**config.mk**
```make
export PLATFORM = sky130hd
export DESIGN_NAME = alu32_top
export DESIGN_NICKNAME = d
export VERILOG_FILES = /design/src/hdl/alu_pkg.sv /design/src/hdl/alu_stream_if.sv /design/src/hdl/alu_arith.sv /design/src/hdl/alu_bitwise.sv /design/src/hdl/alu_mult.sv /design/src/hdl/alu_decode.sv /design/src/hdl/alu_fifo.sv /design/src/hdl/alu_exec.sv /design/src/hdl/alu32_top.sv
export VERILOG_INCLUDE_DIRS = /design/src /design/src/hdl
export SDC_FILE = /design/constraint.sdc
export NUM_CORES = 2
export LEC_CHECK = 0
export BUFFER_PORTS_ARGS = -buffer_cell sky130_fd_sc_hd__buf_2
export CORE_UTILIZATION = 65
export DETAILED_ROUTE_END_ITERATION = 16
export PLACE_DENSITY = 0.82
export REMOVE_ABC_BUFFERS = 1
export SLEW_MARGIN = 20
export SYNTH_ARGS = -nofsm -noshare
export SYNTH_HDL_FRONTEND = slang
export SYNTH_SLANG_ARGS = --single-unit
```
**constraint.sdc**
```tcl
create_clock -name clk -period 11 [get_ports clk]
set_clock_uncertainty 0.15 [all_clocks]
set_input_delay 2.2 -clock clk [delete_from_list [all_inputs] [get_ports clk]]
set_output_delay 2.2 -clock clk [all_outputs]
set_load 0.02 [all_outputs]
```
**src/hdl/alu_params.svh**
```systemverilog
`ifndef ALU_PARAMS_SVH
`define ALU_PARAMS_SVH

// operand width and derived shift amount width
`define ALU_WIDTH 32
`define ALU_SHAMT_W 5

// buffering between pipeline blocks
`define ALU_FIFO_DEPTH 4

// command field widths
`define ALU_UNIT_W 2
`define ALU_FUNC_W 3

// decoded operation code width
`define ALU_OP_W 5

`endif

```
**src/hdl/alu_pkg.sv**
```systemverilog
`default_nettype none

`include "alu_params.svh"

package alu_pkg;

    // top level unit select
    typedef enum logic [`ALU_UNIT_W-1:0] {
        UNIT_ARITH = 2'd0,
        UNIT_SHIFT = 2'd1,
        UNIT_LOGIC = 2'd2,
        UNIT_MUL   = 2'd3
    } alu_unit_e;

    // one flat code per operation after decode
    typedef enum logic [`ALU_OP_W-1:0] {
        OP_NOP, OP_ADD, OP_INC, OP_SUB, OP_DEC,
        OP_SHL, OP_SHR, OP_SAR,
        OP_AND, OP_OR, OP_XOR, OP_SWAP, OP_NOT,
        OP_MUL
    } alu_op_e;

    typedef struct packed {
        logic zero;
        logic neg;
        logic carry;
        logic ovf;
    } alu_flags_t;

    typedef struct packed {
        alu_op_e                op;
        logic [`ALU_WIDTH-1:0]  a;
        logic [`ALU_WIDTH-1:0]  b;
    } alu_cmd_t;

    // hi is only nonzero for multiply
    typedef struct packed {
        logic [`ALU_WIDTH-1:0]  lo;
        logic [`ALU_WIDTH-1:0]  hi;
        alu_flags_t             flags;
    } alu_res_t;

endpackage

`default_nettype wire

```
**src/hdl/alu_stream_if.sv**
```systemverilog
`timescale 1ns/1ps
`default_nettype none

// valid/ready stream where the source holds data until taken
interface alu_stream_if #(
    parameter type payload_t = logic
);

    logic     valid;
    logic     ready;
    payload_t data;

    modport source (
        output valid,
        output data,
        input  ready
    );

    modport sink (
        input  valid,
        input  data,
        output ready
    );

endinterface

`default_nettype wire

```
**src/hdl/alu_arith.sv**
```systemverilog
`timescale 1ns/1ps
`default_nettype none

`include "alu_params.svh"

module alu_arith (
    input  alu_pkg::alu_op_e           op,
    input  wire logic [`ALU_WIDTH-1:0] a,
    input  wire logic [`ALU_WIDTH-1:0] b,
    output logic [`ALU_WIDTH-1:0]      sum,
    output logic                       carry,
    output logic                       ovf
);

    import alu_pkg::*;

    localparam int W = `ALU_WIDTH;

    logic [W-1:0] opnd;
    logic         is_sub;
    logic [W:0]   ext;

    // inc and dec reuse the adder with a constant one
    always_comb
    begin
        opnd   = '0;
        is_sub = 1'b0;
        case (op)
            OP_ADD: opnd = b;
            OP_INC: opnd = W'(1);
            OP_SUB:
            begin
                opnd   = b;
                is_sub = 1'b1;
            end
            OP_DEC:
            begin
                opnd   = W'(1);
                is_sub = 1'b1;
            end
            default: opnd = '0;
        endcase
    end

    // bit W is the carry on add and the borrow on subtract
    assign ext   = is_sub ? ({1'b0, a} - {1'b0, opnd}) : ({1'b0, a} + {1'b0, opnd});
    assign sum   = ext[W-1:0];
    assign carry = ext[W];

    // signed overflow where the operand sign compare flips for subtract
    assign ovf = ((a[W-1] ^ opnd[W-1]) == is_sub) && (sum[W-1] != a[W-1]);

endmodule

`default_nettype wire

```
**src/hdl/alu_bitwise.sv**
```systemverilog
`timescale 1ns/1ps
`default_nettype none

`include "alu_params.svh"

module alu_bitwise (
    input  alu_pkg::alu_op_e           op,
    input  wire logic [`ALU_WIDTH-1:0] a,
    input  wire logic [`ALU_WIDTH-1:0] b,
    output logic [`ALU_WIDTH-1:0]      result,
    output logic                       carry
);

    import alu_pkg::*;

    localparam int W = `ALU_WIDTH;

    logic [`ALU_SHAMT_W-1:0] shamt;

    assign shamt = b[`ALU_SHAMT_W-1:0];

    // shifts run one bit wider so the last bit out lands in carry
    always_comb
    begin
        result = '0;
        carry  = 1'b0;
        case (op)
            OP_SHL:
            begin
                {carry, result} = {1'b0, a} << shamt;
            end
            OP_SHR:
            begin
                {result, carry} = {a, 1'b0} >> shamt;
            end
            OP_SAR:
            begin
                {result, carry} = $signed({a, 1'b0}) >>> shamt;
            end
            OP_AND:  result = a & b;
            OP_OR:   result = a | b;
            OP_XOR:  result = a ^ b;
            // exchange the two halves
            OP_SWAP: result = {a[W/2-1:0], a[W-1:W/2]};
            OP_NOT:  result = ~a;
            default:
            begin
                result = '0;
                carry  = 1'b0;
            end
        endcase
    end

endmodule

`default_nettype wire

```
**src/hdl/alu_mult.sv**
```systemverilog
`timescale 1ns/1ps
`default_nettype none

`include "alu_params.svh"

module alu_mult (
    input  wire logic                    clk,
    input  wire logic                    en,
    input  wire logic [`ALU_WIDTH-1:0]   a,
    input  wire logic [`ALU_WIDTH-1:0]   b,
    output logic [2*`ALU_WIDTH-1:0]      product
);

    localparam int H = `ALU_WIDTH / 2;

    logic [2*H-1:0] pp_ll;
    logic [2*H-1:0] pp_lh;
    logic [2*H-1:0] pp_hl;
    logic [2*H-1:0] pp_hh;

    // half width partial products form the first register stage
    always_ff @(posedge clk)
    begin
        if (en)
        begin
            pp_ll <= a[H-1:0] * b[H-1:0];
            pp_lh <= a[H-1:0] * b[2*H-1:H];
            pp_hl <= a[2*H-1:H] * b[H-1:0];
            pp_hh <= a[2*H-1:H] * b[2*H-1:H];
        end
    end

    // cross terms enter at the middle of the abutting outer products
    assign product = {pp_hh, pp_ll}
                   + {{H{1'b0}}, pp_lh, {H{1'b0}}}
                   + {{H{1'b0}}, pp_hl, {H{1'b0}}};

endmodule

`default_nettype wire

```
**src/hdl/alu_decode.sv**
```systemverilog
`timescale 1ns/1ps
`default_nettype none

`include "alu_params.svh"

module alu_decode (
    input  wire logic                   clk,
    input  wire logic                   rst_n,
    input  wire logic                   cmd_valid,
    output logic                        cmd_ready,
    input  alu_pkg::alu_unit_e          cmd_unit,
    input  wire logic [`ALU_FUNC_W-1:0] cmd_func,
    input  wire logic [`ALU_WIDTH-1:0]  cmd_a,
    input  wire logic [`ALU_WIDTH-1:0]  cmd_b,
    alu_stream_if.source                out
);

    import alu_pkg::*;

    alu_op_e op_dec;

    // unlisted unit/function pairs fall to a nop
    always_comb
    begin
        op_dec = OP_NOP;
        case (cmd_unit)
            UNIT_ARITH:
            begin
                case (cmd_func)
                    3'd0:    op_dec = OP_ADD;
                    3'd1:    op_dec = OP_INC;
                    3'd2:    op_dec = OP_SUB;
                    3'd3:    op_dec = OP_DEC;
                    default: op_dec = OP_NOP;
                endcase
            end
            UNIT_SHIFT:
            begin
                case (cmd_func)
                    3'd0:    op_dec = OP_SHL;
                    3'd1:    op_dec = OP_SHR;
                    3'd2:    op_dec = OP_SAR;
                    default: op_dec = OP_NOP;
                endcase
            end
            UNIT_LOGIC:
            begin
                case (cmd_func)
                    3'd0:    op_dec = OP_AND;
                    3'd1:    op_dec = OP_OR;
                    3'd2:    op_dec = OP_XOR;
                    3'd3:    op_dec = OP_SWAP;
                    3'd4:    op_dec = OP_NOT;
                    default: op_dec = OP_NOP;
                endcase
            end
            UNIT_MUL: op_dec = OP_MUL;
        endcase
    end

    // single slot that can refill in the cycle it drains
    assign cmd_ready = !out.valid || out.ready;

    always_ff @(posedge clk)
    begin
        if (!rst_n)
            out.valid <= 1'b0;
        else if (cmd_ready)
            out.valid <= cmd_valid;
    end

    always_ff @(posedge clk)
    begin
        if (cmd_valid && cmd_ready)
            out.data <= '{op: op_dec, a: cmd_a, b: cmd_b};
    end

    // a stalled command must not change under the consumer
    a_hold_stalled: assert property (@(posedge clk) disable iff (!rst_n)
        out.valid && !out.ready |=> out.valid && $stable(out.data));

endmodule

`default_nettype wire

```
**src/hdl/alu_fifo.sv**
```systemverilog
`timescale 1ns/1ps
`default_nettype none

`include "alu_params.svh"

module alu_fifo #(
    parameter type payload_t = logic,
    parameter int  DEPTH     = `ALU_FIFO_DEPTH
) (
    input wire logic     clk,
    input wire logic     rst_n,
    alu_stream_if.sink   in,
    alu_stream_if.source out
);

    localparam int             PTR_W = $clog2(DEPTH);
    localparam logic [PTR_W:0] FULL  = (PTR_W + 1)'(DEPTH);

    payload_t         mem [DEPTH];
    logic [PTR_W-1:0] wr_ptr;
    logic [PTR_W-1:0] rd_ptr;
    logic [PTR_W:0]   count;
    logic             wr_en;
    logic             rd_en;

    ////////////////////////////////////////////////////////////////////////////
    // handshakes
    ////////////////////////////////////////////////////////////////////////////

    assign in.ready  = (count != FULL);
    assign out.valid = (count != '0);
    assign out.data  = mem[rd_ptr];

    assign wr_en = in.valid && in.ready;
    assign rd_en = out.valid && out.ready;

    ////////////////////////////////////////////////////////////////////////////
    // pointers and occupancy
    ////////////////////////////////////////////////////////////////////////////

    // pointers wrap on their own since DEPTH is a power of two
    always_ff @(posedge clk)
    begin
        if (!rst_n)
        begin
            wr_ptr <= '0;
            rd_ptr <= '0;
            count  <= '0;
        end
        else
        begin
            if (wr_en)
                wr_ptr <= wr_ptr + 1'b1;
            if (rd_en)
                rd_ptr <= rd_ptr + 1'b1;
            case ({wr_en, rd_en})
                2'b10:   count <= count + 1'b1;
                2'b01:   count <= count - 1'b1;
                default: count <= count;
            endcase
        end
    end

    always_ff @(posedge clk)
    begin
        if (wr_en)
            mem[wr_ptr] <= in.data;
    end

    // a full buffer keeps its write slot, an empty one its read slot
    a_no_write_full: assert property (@(posedge clk) disable iff (!rst_n)
        (count == FULL) |=> $stable(wr_ptr));

    a_no_read_empty: assert property (@(posedge clk) disable iff (!rst_n)
        (count == '0) |=> $stable(rd_ptr));

endmodule

`default_nettype wire

```
**src/hdl/alu_exec.sv**
```systemverilog
`timescale 1ns/1ps
`default_nettype none

`include "alu_params.svh"

module alu_exec (
    input wire logic     clk,
    input wire logic     rst_n,
    alu_stream_if.sink   in,
    alu_stream_if.source out
);

    import alu_pkg::*;

    localparam int W = `ALU_WIDTH;

    logic             stage_en;
    logic             s1_valid;
    alu_op_e          s1_op;
    logic [W-1:0]     arith_sum;
    logic             arith_carry;
    logic             arith_ovf;
    logic [W-1:0]     bw_res;
    logic             bw_carry;
    logic [W-1:0]     s1_sum;
    logic             s1_arith_carry;
    logic             s1_arith_ovf;
    logic [W-1:0]     s1_bw_res;
    logic             s1_bw_carry;
    logic [2*W-1:0]   product;
    alu_res_t         res_d;

    // whole pipe freezes together while the result is refused
    assign stage_en = !out.valid || out.ready;
    assign in.ready = stage_en;

    ////////////////////////////////////////////////////////////////////////////
    // stage 1 unit evaluation
    ////////////////////////////////////////////////////////////////////////////

    alu_arith arith_inst (
        .op    (in.data.op),
        .a     (in.data.a),
        .b     (in.data.b),
        .sum   (arith_sum),
        .carry (arith_carry),
        .ovf   (arith_ovf)
    );

    alu_bitwise bitwise_inst (
        .op     (in.data.op),
        .a      (in.data.a),
        .b      (in.data.b),
        .result (bw_res),
        .carry  (bw_carry)
    );

    // partial products sit in the stage 1 registers inside the multiplier
    alu_mult mult_inst (
        .clk     (clk),
        .en      (stage_en),
        .a       (in.data.a),
        .b       (in.data.b),
        .product (product)
    );

    always_ff @(posedge clk)
    begin
        if (stage_en)
        begin
            s1_op          <= in.data.op;
            s1_sum         <= arith_sum;
            s1_arith_carry <= arith_carry;
            s1_arith_ovf   <= arith_ovf;
            s1_bw_res      <= bw_res;
            s1_bw_carry    <= bw_carry;
        end
    end

    ////////////////////////////////////////////////////////////////////////////
    // stage 2 select and flags
    ////////////////////////////////////////////////////////////////////////////

    always_comb
    begin
        res_d = '0;
        case (s1_op)
            OP_ADD, OP_INC, OP_SUB, OP_DEC:
            begin
                res_d.lo          = s1_sum;
                res_d.flags.carry = s1_arith_carry;
                res_d.flags.ovf   = s1_arith_ovf;
            end
            OP_SHL, OP_SHR, OP_SAR, OP_AND, OP_OR, OP_XOR, OP_SWAP, OP_NOT:
            begin
                res_d.lo          = s1_bw_res;
                res_d.flags.carry = s1_bw_carry;
            end
            OP_MUL:
            begin
                {res_d.hi, res_d.lo} = product;
                res_d.flags.ovf      = |product[2*W-1:W];
            end
            default:
            begin
                res_d.lo = '0;
            end
        endcase
        res_d.flags.zero = ({res_d.hi, res_d.lo} == '0);
        res_d.flags.neg  = (s1_op == OP_MUL) ? res_d.hi[W-1] : res_d.lo[W-1];
    end

    always_ff @(posedge clk)
    begin
        if (!rst_n)
        begin
            s1_valid  <= 1'b0;
            out.valid <= 1'b0;
        end
        else if (stage_en)
        begin
            s1_valid  <= in.valid;
            out.valid <= s1_valid;
        end
    end

    always_ff @(posedge clk)
    begin
        if (stage_en)
            out.data <= res_d;
    end

    a_valid_held: assert property (@(posedge clk) disable iff (!rst_n)
        out.valid && !out.ready |=> out.valid);

endmodule

`default_nettype wire

```
**src/hdl/alu32_top.sv**
```systemverilog
`timescale 1ns/1ps
`default_nettype none

`include "alu_params.svh"

module alu32_top (
    input  wire logic                   clk,
    input  wire logic                   rst_n,
    input  wire logic                   cmd_valid,
    output logic                        cmd_ready,
    input  wire logic [`ALU_UNIT_W-1:0] cmd_unit,
    input  wire logic [`ALU_FUNC_W-1:0] cmd_func,
    input  wire logic [`ALU_WIDTH-1:0]  cmd_a,
    input  wire logic [`ALU_WIDTH-1:0]  cmd_b,
    output logic                        res_valid,
    input  wire logic                   res_ready,
    output logic [`ALU_WIDTH-1:0]       res_lo,
    output logic [`ALU_WIDTH-1:0]       res_hi,
    output logic                        res_zero,
    output logic                        res_neg,
    output logic                        res_carry,
    output logic                        res_ovf
);

    import alu_pkg::*;

    alu_stream_if #(.payload_t(alu_cmd_t)) cmd_dec_s ();
    alu_stream_if #(.payload_t(alu_cmd_t)) cmd_exe_s ();
    alu_stream_if #(.payload_t(alu_res_t)) res_exe_s ();
    alu_stream_if #(.payload_t(alu_res_t)) res_out_s ();

    ////////////////////////////////////////////////////////////////////////////
    // decode -> command fifo -> execute -> result fifo
    ////////////////////////////////////////////////////////////////////////////

    alu_decode decode_inst (
        .clk       (clk),
        .rst_n     (rst_n),
        .cmd_valid (cmd_valid),
        .cmd_ready (cmd_ready),
        .cmd_unit  (alu_unit_e'(cmd_unit)),
        .cmd_func  (cmd_func),
        .cmd_a     (cmd_a),
        .cmd_b     (cmd_b),
        .out       (cmd_dec_s)
    );

    alu_fifo #(.payload_t(alu_cmd_t)) cmd_fifo_inst (
        .clk   (clk),
        .rst_n (rst_n),
        .in    (cmd_dec_s),
        .out   (cmd_exe_s)
    );

    alu_exec exec_inst (
        .clk   (clk),
        .rst_n (rst_n),
        .in    (cmd_exe_s),
        .out   (res_exe_s)
    );

    alu_fifo #(.payload_t(alu_res_t)) res_fifo_inst (
        .clk   (clk),
        .rst_n (rst_n),
        .in    (res_exe_s),
        .out   (res_out_s)
    );

    // result stream out to plain ports
    assign res_out_s.ready = res_ready;
    assign res_valid       = res_out_s.valid;
    assign res_lo          = res_out_s.data.lo;
    assign res_hi          = res_out_s.data.hi;
    assign res_zero        = res_out_s.data.flags.zero;
    assign res_neg         = res_out_s.data.flags.neg;
    assign res_carry       = res_out_s.data.flags.carry;
    assign res_ovf         = res_out_s.data.flags.ovf;

endmodule

`default_nettype wire

```
Yosys cells after proc, flatten, opt, wreduce, memory -nomap -nowiden:

Memory sizes are Yosys's and may differ from the RTL's. A register that Yosys moved wholly into a read port is not among the register bits.
Index checks and enable logic that the tools add are counted.
W data, S select, Z words.

* $add $sub $neg: 12
* $mul: 4
* equality and inequality tests: 40
* shift operators: 3
* mux-type cells: 24
* bitwise gates (word level): 5
* reductions and logical operators: 23

Operators by type and width (count)
* $pmux W32 S8: 1
* $add A64 B48 Y64: 2
* $mul A16 B16 Y32: 4
* $pmux W32 S3: 1
* $logic_not A64 Y1: 1
* $pmux W32 S2: 1
* $eq A5 B4 Y1 const B: 11
* $eq A5 B3 Y1 const B: 8
* $add A32 B32 Y33: 1
* $mux W33: 1
* $shl A32 B5 Y33: 1
* $shr A33 B5 Y33: 1
* $sshr A33 B5 Y33: 1
* $sub A32 B32 Y33: 1
* $and A32 B32 Y32: 1
* $mux W32: 1
* $not A32 Y32: 1
* $or A32 B32 Y32: 1
* $reduce_or A32 Y1: 1
* $xor A32 B32 Y32: 1
* $eq A5 B2 Y1 const B: 4
* $pmux W4 S5: 1
* $pmux W5 S4: 1
* $pmux W3 S2: 2
* 29 further kinds: 62

* register bits: 354
* RAM bits: 548
* bits of input ports: 73
* output and inout bits: 70
* word-level logic and storage cells: 141
* memories: 2

Memories
* cmd_fifo_inst.mem: depth 4, bits a word 69, rd ports 1, clocked after Yosys merged registers in 1, write ports 1, line alu_fifo.sv:19 `payload_t mem [DEPTH];`
* res_fifo_inst.mem: depth 4, bits a word 68, rd ports 1, clocked after Yosys merged registers in 1, write ports 1, line alu_fifo.sv:19

Logic depth before layout (Yosys ltp):

* word-level depth: 7
* gate-level depth with buffers: 38
* depth with buffers taken out: 29

Hierarchy:

Synthesis repeated with hierarchy kept, for this count alone.

* cell total of the unflattened synthesis: 7003
* area, all modules: 79152.2 um^2

Modules (own cells, without submodules)
* alu_mult: times used 1, cells an instance 4477, area an instance 40847.9 um^2, seq. area each 3843.7 um^2
* alu_fifo at cmd_fifo_inst: times used 1, cells an instance 413, area an instance 10446.3 um^2, seq. area each 8468.1 um^2
* alu_fifo at res_fifo_inst: times used 1, cells an instance 408, area an instance 10317.4 um^2, seq. area each 8348.0 um^2
* alu_bitwise: times used 1, cells an instance 857, area an instance 7184.4 um^2, seq. area each 0.0 um^2
* alu_exec: times used 1, cells an instance 308, area an instance 5308.8 um^2, seq. area each 4244.1 um^2
* alu_arith: times used 1, cells an instance 449, area an instance 2849.0 um^2, seq. area each 0.0 um^2
* alu_decode: times used 1, cells an instance 91, area an instance 2198.4 um^2, seq. area each 2062.0 um^2

Worst setup path after synthesis:

Ideal clock, no wire load.

* path type: flip-flop to flip-flop
* from: register (tool-made name)
* to: register exec_inst.mult_inst.pp_hh[31] (data pin)
* library setup time: 0.260 ns
* arrival time: 8.139 ns
* data required time: 10.590 ns
* path slack: 2.451 ns
* stages on the path, launching flop included: 39
* path buffers: 9
* clock period less this slack: 8.549 ns
* cells stage by stage: dfxtp_1 > buf_6 > buf_6 > buf_4 > buf_4 > buf_4 > buf_4 > buf_2 > mux2i_1 > nand2_1 > o21ai_0 > buf_2 > clkinv_1 > clkbuf_1 > ha_1 > inv_1 > fa_1 > inv_1 > (+3 left out) > inv_1 > fa_1 > fa_1 > inv_1 > fa_1 > inv_1 > ha_1 > and4_1 > a21oi_1 > o211ai_1 > o211ai_1 > o21ai_0 > o21ai_0 > a21boi_0 > o22ai_1 > o2111ai_1 > a21oi_1 > xnor2_1

RTL lines
* to (signal assigned): line alu_mult.sv:29 `pp_hh <= a[2*H-1:H] * b[2*H-1:H];`
* to (decl): line alu_mult.sv:19 `logic [2*H-1:0] pp_hh;`

==> results.py <==
metrics = {
    "layout": {
        "final_nets": 8544,
        "area_growth_pct": 7.155,
        "drive_gt1_share_pct": 9.007,
        "final_util_pct": 70.49,
    },
    "grt": {
        "grt_max_degree": 160,
        "antenna_found_initial": 30,
        "grt_pass1_wl_mm": 363.1,
        "grt_pass1_vias": 58220,
        "track_usage_pct": 42.41,
        "grt_overflow": 0,
    },
    "hold_path": {
        "hold_depth": 0,
        "hp-class": "flip-flop to flip-flop",
    },
    "critical_path": {
        "cp_data_arrival_time_ns": 9.91,
        "worstSetupEndpoint": "exec_inst.mult_inst.pp_hh[31]",
        "crit_family": "adder cells",
        "path_depth": 26,
        "crit_buf_inv": 6,
        "critPathKind": "flip-flop to flip-flop",
        "crit_slowest_cell": "dfxtp_4",
        "startpoint_type": "flip-flop",
        "timing.critical_path.mode_cell": "fa_1",
        "worst_ep_required_time_ns": 11.32,
        "crit_path_end_kind": "flip-flop",
        "regToRegEndpoint": "exec_inst.mult_inst.pp_hh[31]",
        "r2r_cells": 26,
        "cp_max_fo": 43,
        "rrSetupSlack_ns": 1.41,
        "cp_slowest_stage_delay_ns": 0.82,
    },
    "clock_tree": {
        "post-cts-setup-buffers": 0,
        "cts_tree": "done",
        "cts_resized": 0,
        "cts.reportedPaths.clkPinSlew_ns": 0.06,
        "clock-sinks": 900,
        "cts_buffer_depth": 3,
        "cts_buffers": 89,
        "htreeDepth": 3,
        "cts_root_buffer": "clkbuf_16",
        "hold_buffers": 0,
        "clock_latency_ns": 0.73,
    },
    "status": {
        "outcome": "completed",
    },
    "timing": {
        "setup_viol": 0,
        "relSlewSlack_pct": 8.286,
        "worstMarginPinSlew_ns": 1.361,
        "drv_slew": 0,
        "fin_ws_ns": 1.412,
        "rsz0062_at_grt": "no",
        "period_needed_ns": 9.588,
        "holdWs_ns": 0.3120,
        "hold_violations": 0,
        "period_share_pct": 87.17,
        "setup_tns_ns": 0,
        "fmax_ghz": 0.1043,
    },
    "floorplanning": {
        "core_sq_um": 114800,
        "die_x_microns": 342.9,
        "start_util_pct": 65.78,
        "die-area_sq_um": 117600,
        "die-height_microns": 342.9,
        "ios": 143,
        "rows": 124,
    },
    "synthesis": {
        "synth_area_sq_um": 75530,
        "yosysWarnings": 0,
        "synth_cells": 7080,
        "ys_types": 92,
        "synth_ff_type": "edfxtp_1",
        "yosysSeqAreaShare_pct": 35.50,
        "synthArstFlopShare_pct": 0,
        "ys_ff_latch": 900,
        "syn_avg_cell_area_sq_um": 10.67,
        "synth_edf_count": 879,
    },
    "route": {
        "wl_per_cell_microns": 28.31,
        "vias": 57200,
        "top_layer": "met5",
        "dr.pass1.iters": 9,
        "viasPerCell": 6.580,
        "antenna_left": 0,
        "met3_length_mm": 38.37,
        "met1_length_mm": 86.22,
        "wl_met2_mm": 102.0,
        "routed_wl_mm": 246.0,
        "drt_drc_violations_left": 0,
        "dr.first_iter.drc_count": 7731,
    },
    "placement": {
        "globalplace.congestion": 1.114,
        "dp_slack_ns": 1.753,
        "port_buffers": 142,
        "dp_hpwl_mm": 176.2,
    },
    "run": {
        "maxCapViolCount": 0,
    },
}
flip-flops by register name (all words and copies together) (netlist names), named ones only:
register and flops:
cmd_fifo_inst.count 3, cmd_fifo_inst.mem 272, cmd_fifo_inst.rd_ptr 2, cmd_fifo_inst.wr_ptr 2
decode_inst.out.data 68, decode_inst.out.valid 1, exec_inst.mult_inst.pp_hh 32, exec_inst.mult_inst.pp_hl 32
exec_inst.mult_inst.pp_lh 32, exec_inst.mult_inst.pp_ll 32, exec_inst.out.data 68, exec_inst.out.valid 1
exec_inst.s1_arith_carry 1, exec_inst.s1_arith_ovf 1, exec_inst.s1_bw_carry 1, exec_inst.s1_bw_res 32
exec_inst.s1_op 4, exec_inst.s1_sum 32, exec_inst.s1_valid 1, res_fifo_inst.count 3
res_fifo_inst.mem 272, res_fifo_inst.rd_ptr 2, res_fifo_inst.wr_ptr 2
per-stage QoR:
| step | cells | instance area, sq um |
|---|---|---|
| 2_1_floorplan | 6721 | 74080 |
| 3_3_place_gp | 8524 | 78020 |
| 3_5_place_dp | 8524 | 78020 |
| 4_1_cts | 8684 | 80910 |
| 5_1_grt | 8687 | 80920 |
| 6_report | 8692 | 80930 |
synthesized netlist by cell type (23+ instances only):
cell | count | area [sq um]
edfxtp_1 | 879 | 26400
and3_1 | 28 | 175.2
a21oi_1 | 311 | 1556
inv_1 | 1005 | 3772
mux4_2 | 75 | 1689
o21ai_0 | 218 | 1091
nor3_1 | 68 | 340.3
xor2_1 | 55 | 481.7
mux2_2 | 62 | 698.2
ha_1 | 556 | 6957
buf_1 | 74 | 277.8
a21o_1 | 60 | 450.4
and2_1 | 38 | 237.7
a22oi_1 | 42 | 315.3
o21ai_1 | 39 | 195.2
nor2_1 | 715 | 2684
xnor2_1 | 149 | 1305
fa_1 | 812 | 16260
a31oi_1 | 30 | 187.7
mux2i_1 | 124 | 1241
clkbuf_1 | 250 | 938.4
a211oi_1 | 41 | 307.8
nand2b_1 | 30 | 187.7
nand3_1 | 58 | 290.3
nor2b_1 | 29 | 181.4
o211ai_1 | 47 | 352.8
o21bai_1 | 23 | 172.7
nand2_1 | 831 | 3119
layout by cell type, fill, tap and decap left out, types with 58 or more instances in the layout:
cell type,Yosys,layout
a21o_1,60,60
a21oi_1,311,311
buf_2,20,142
buf_4,11,146
clkbuf_16,0,89
edfxtp_1,879,879
fa_1,812,812
ha_1,556,556
inv_1,1005,1002
mux2_2,62,62
mux2i_1,124,124
mux4_2,75,75
nand2_1,831,831
nand3_1,58,58
nor2_1,715,712
nor3_1,68,63
o21ai_0,218,212
xnor2_1,149,148
cell type report:
type / count / area [sq um]
diodes: 8 / 20.02
flip-flops and latches: 900 / 26830
well taps: 1512 / 1892
inverters: 1038 / 3905
fillers: 8025 / 33880
multi-input cells: 4783 / 43530
repair buffers: 291 / 1867
clock buffers: 108 / 2298
clock inverters: 52 / 588.1
worst min path at each step:
stage / endpoint / start / slack [ns]
after detailed placement: exec_inst.out.valid / exec_inst.s1_valid / 0.32
after global routing: res_fifo_inst.mem[2][53] / exec_inst.out.data[53] / 0.32
after global placement: cmd_fifo_inst.mem[0][27] / decode_inst.out.data[27] / 0.31
final: res_fifo_inst.mem[1][53] / exec_inst.out.data[53] / 0.31
after CTS: res_fifo_inst.mem[2][53] / exec_inst.out.data[53] / 0.31
after floorplan: exec_inst.out.valid / exec_inst.s1_valid / 0.29
kinds of logic after synthesis:
| family | count (synthesis) | share of synthesized area (%) |
|---|---|---|
| AND/OR/NAND/NOR | 1884 | 10.39 |
| buffers and inverters | 1397 | 7.070 |
| adder cells (fa/ha/maj) | 1368 | 30.73 |
| AO/OA/AOI/OAI | 1053 | 8.934 |
| flip-flops | 900 | 35.50 |
| multiplexers | 274 | 5.003 |
| XOR/XNOR | 204 | 2.366 |
routing by layer:
metal / vias to the layer above / global-route usage (%)
met1: 27900 / 52.91
met4: 50 / 25.52
met3: 1206 / 18.57
met5: - / 1.763
li1: 23790 / -
met2: 4247 / 60.91
Power is not shown: default switching activity piles up to over one toggle a cycle in this logic, so the estimate is an artifact.
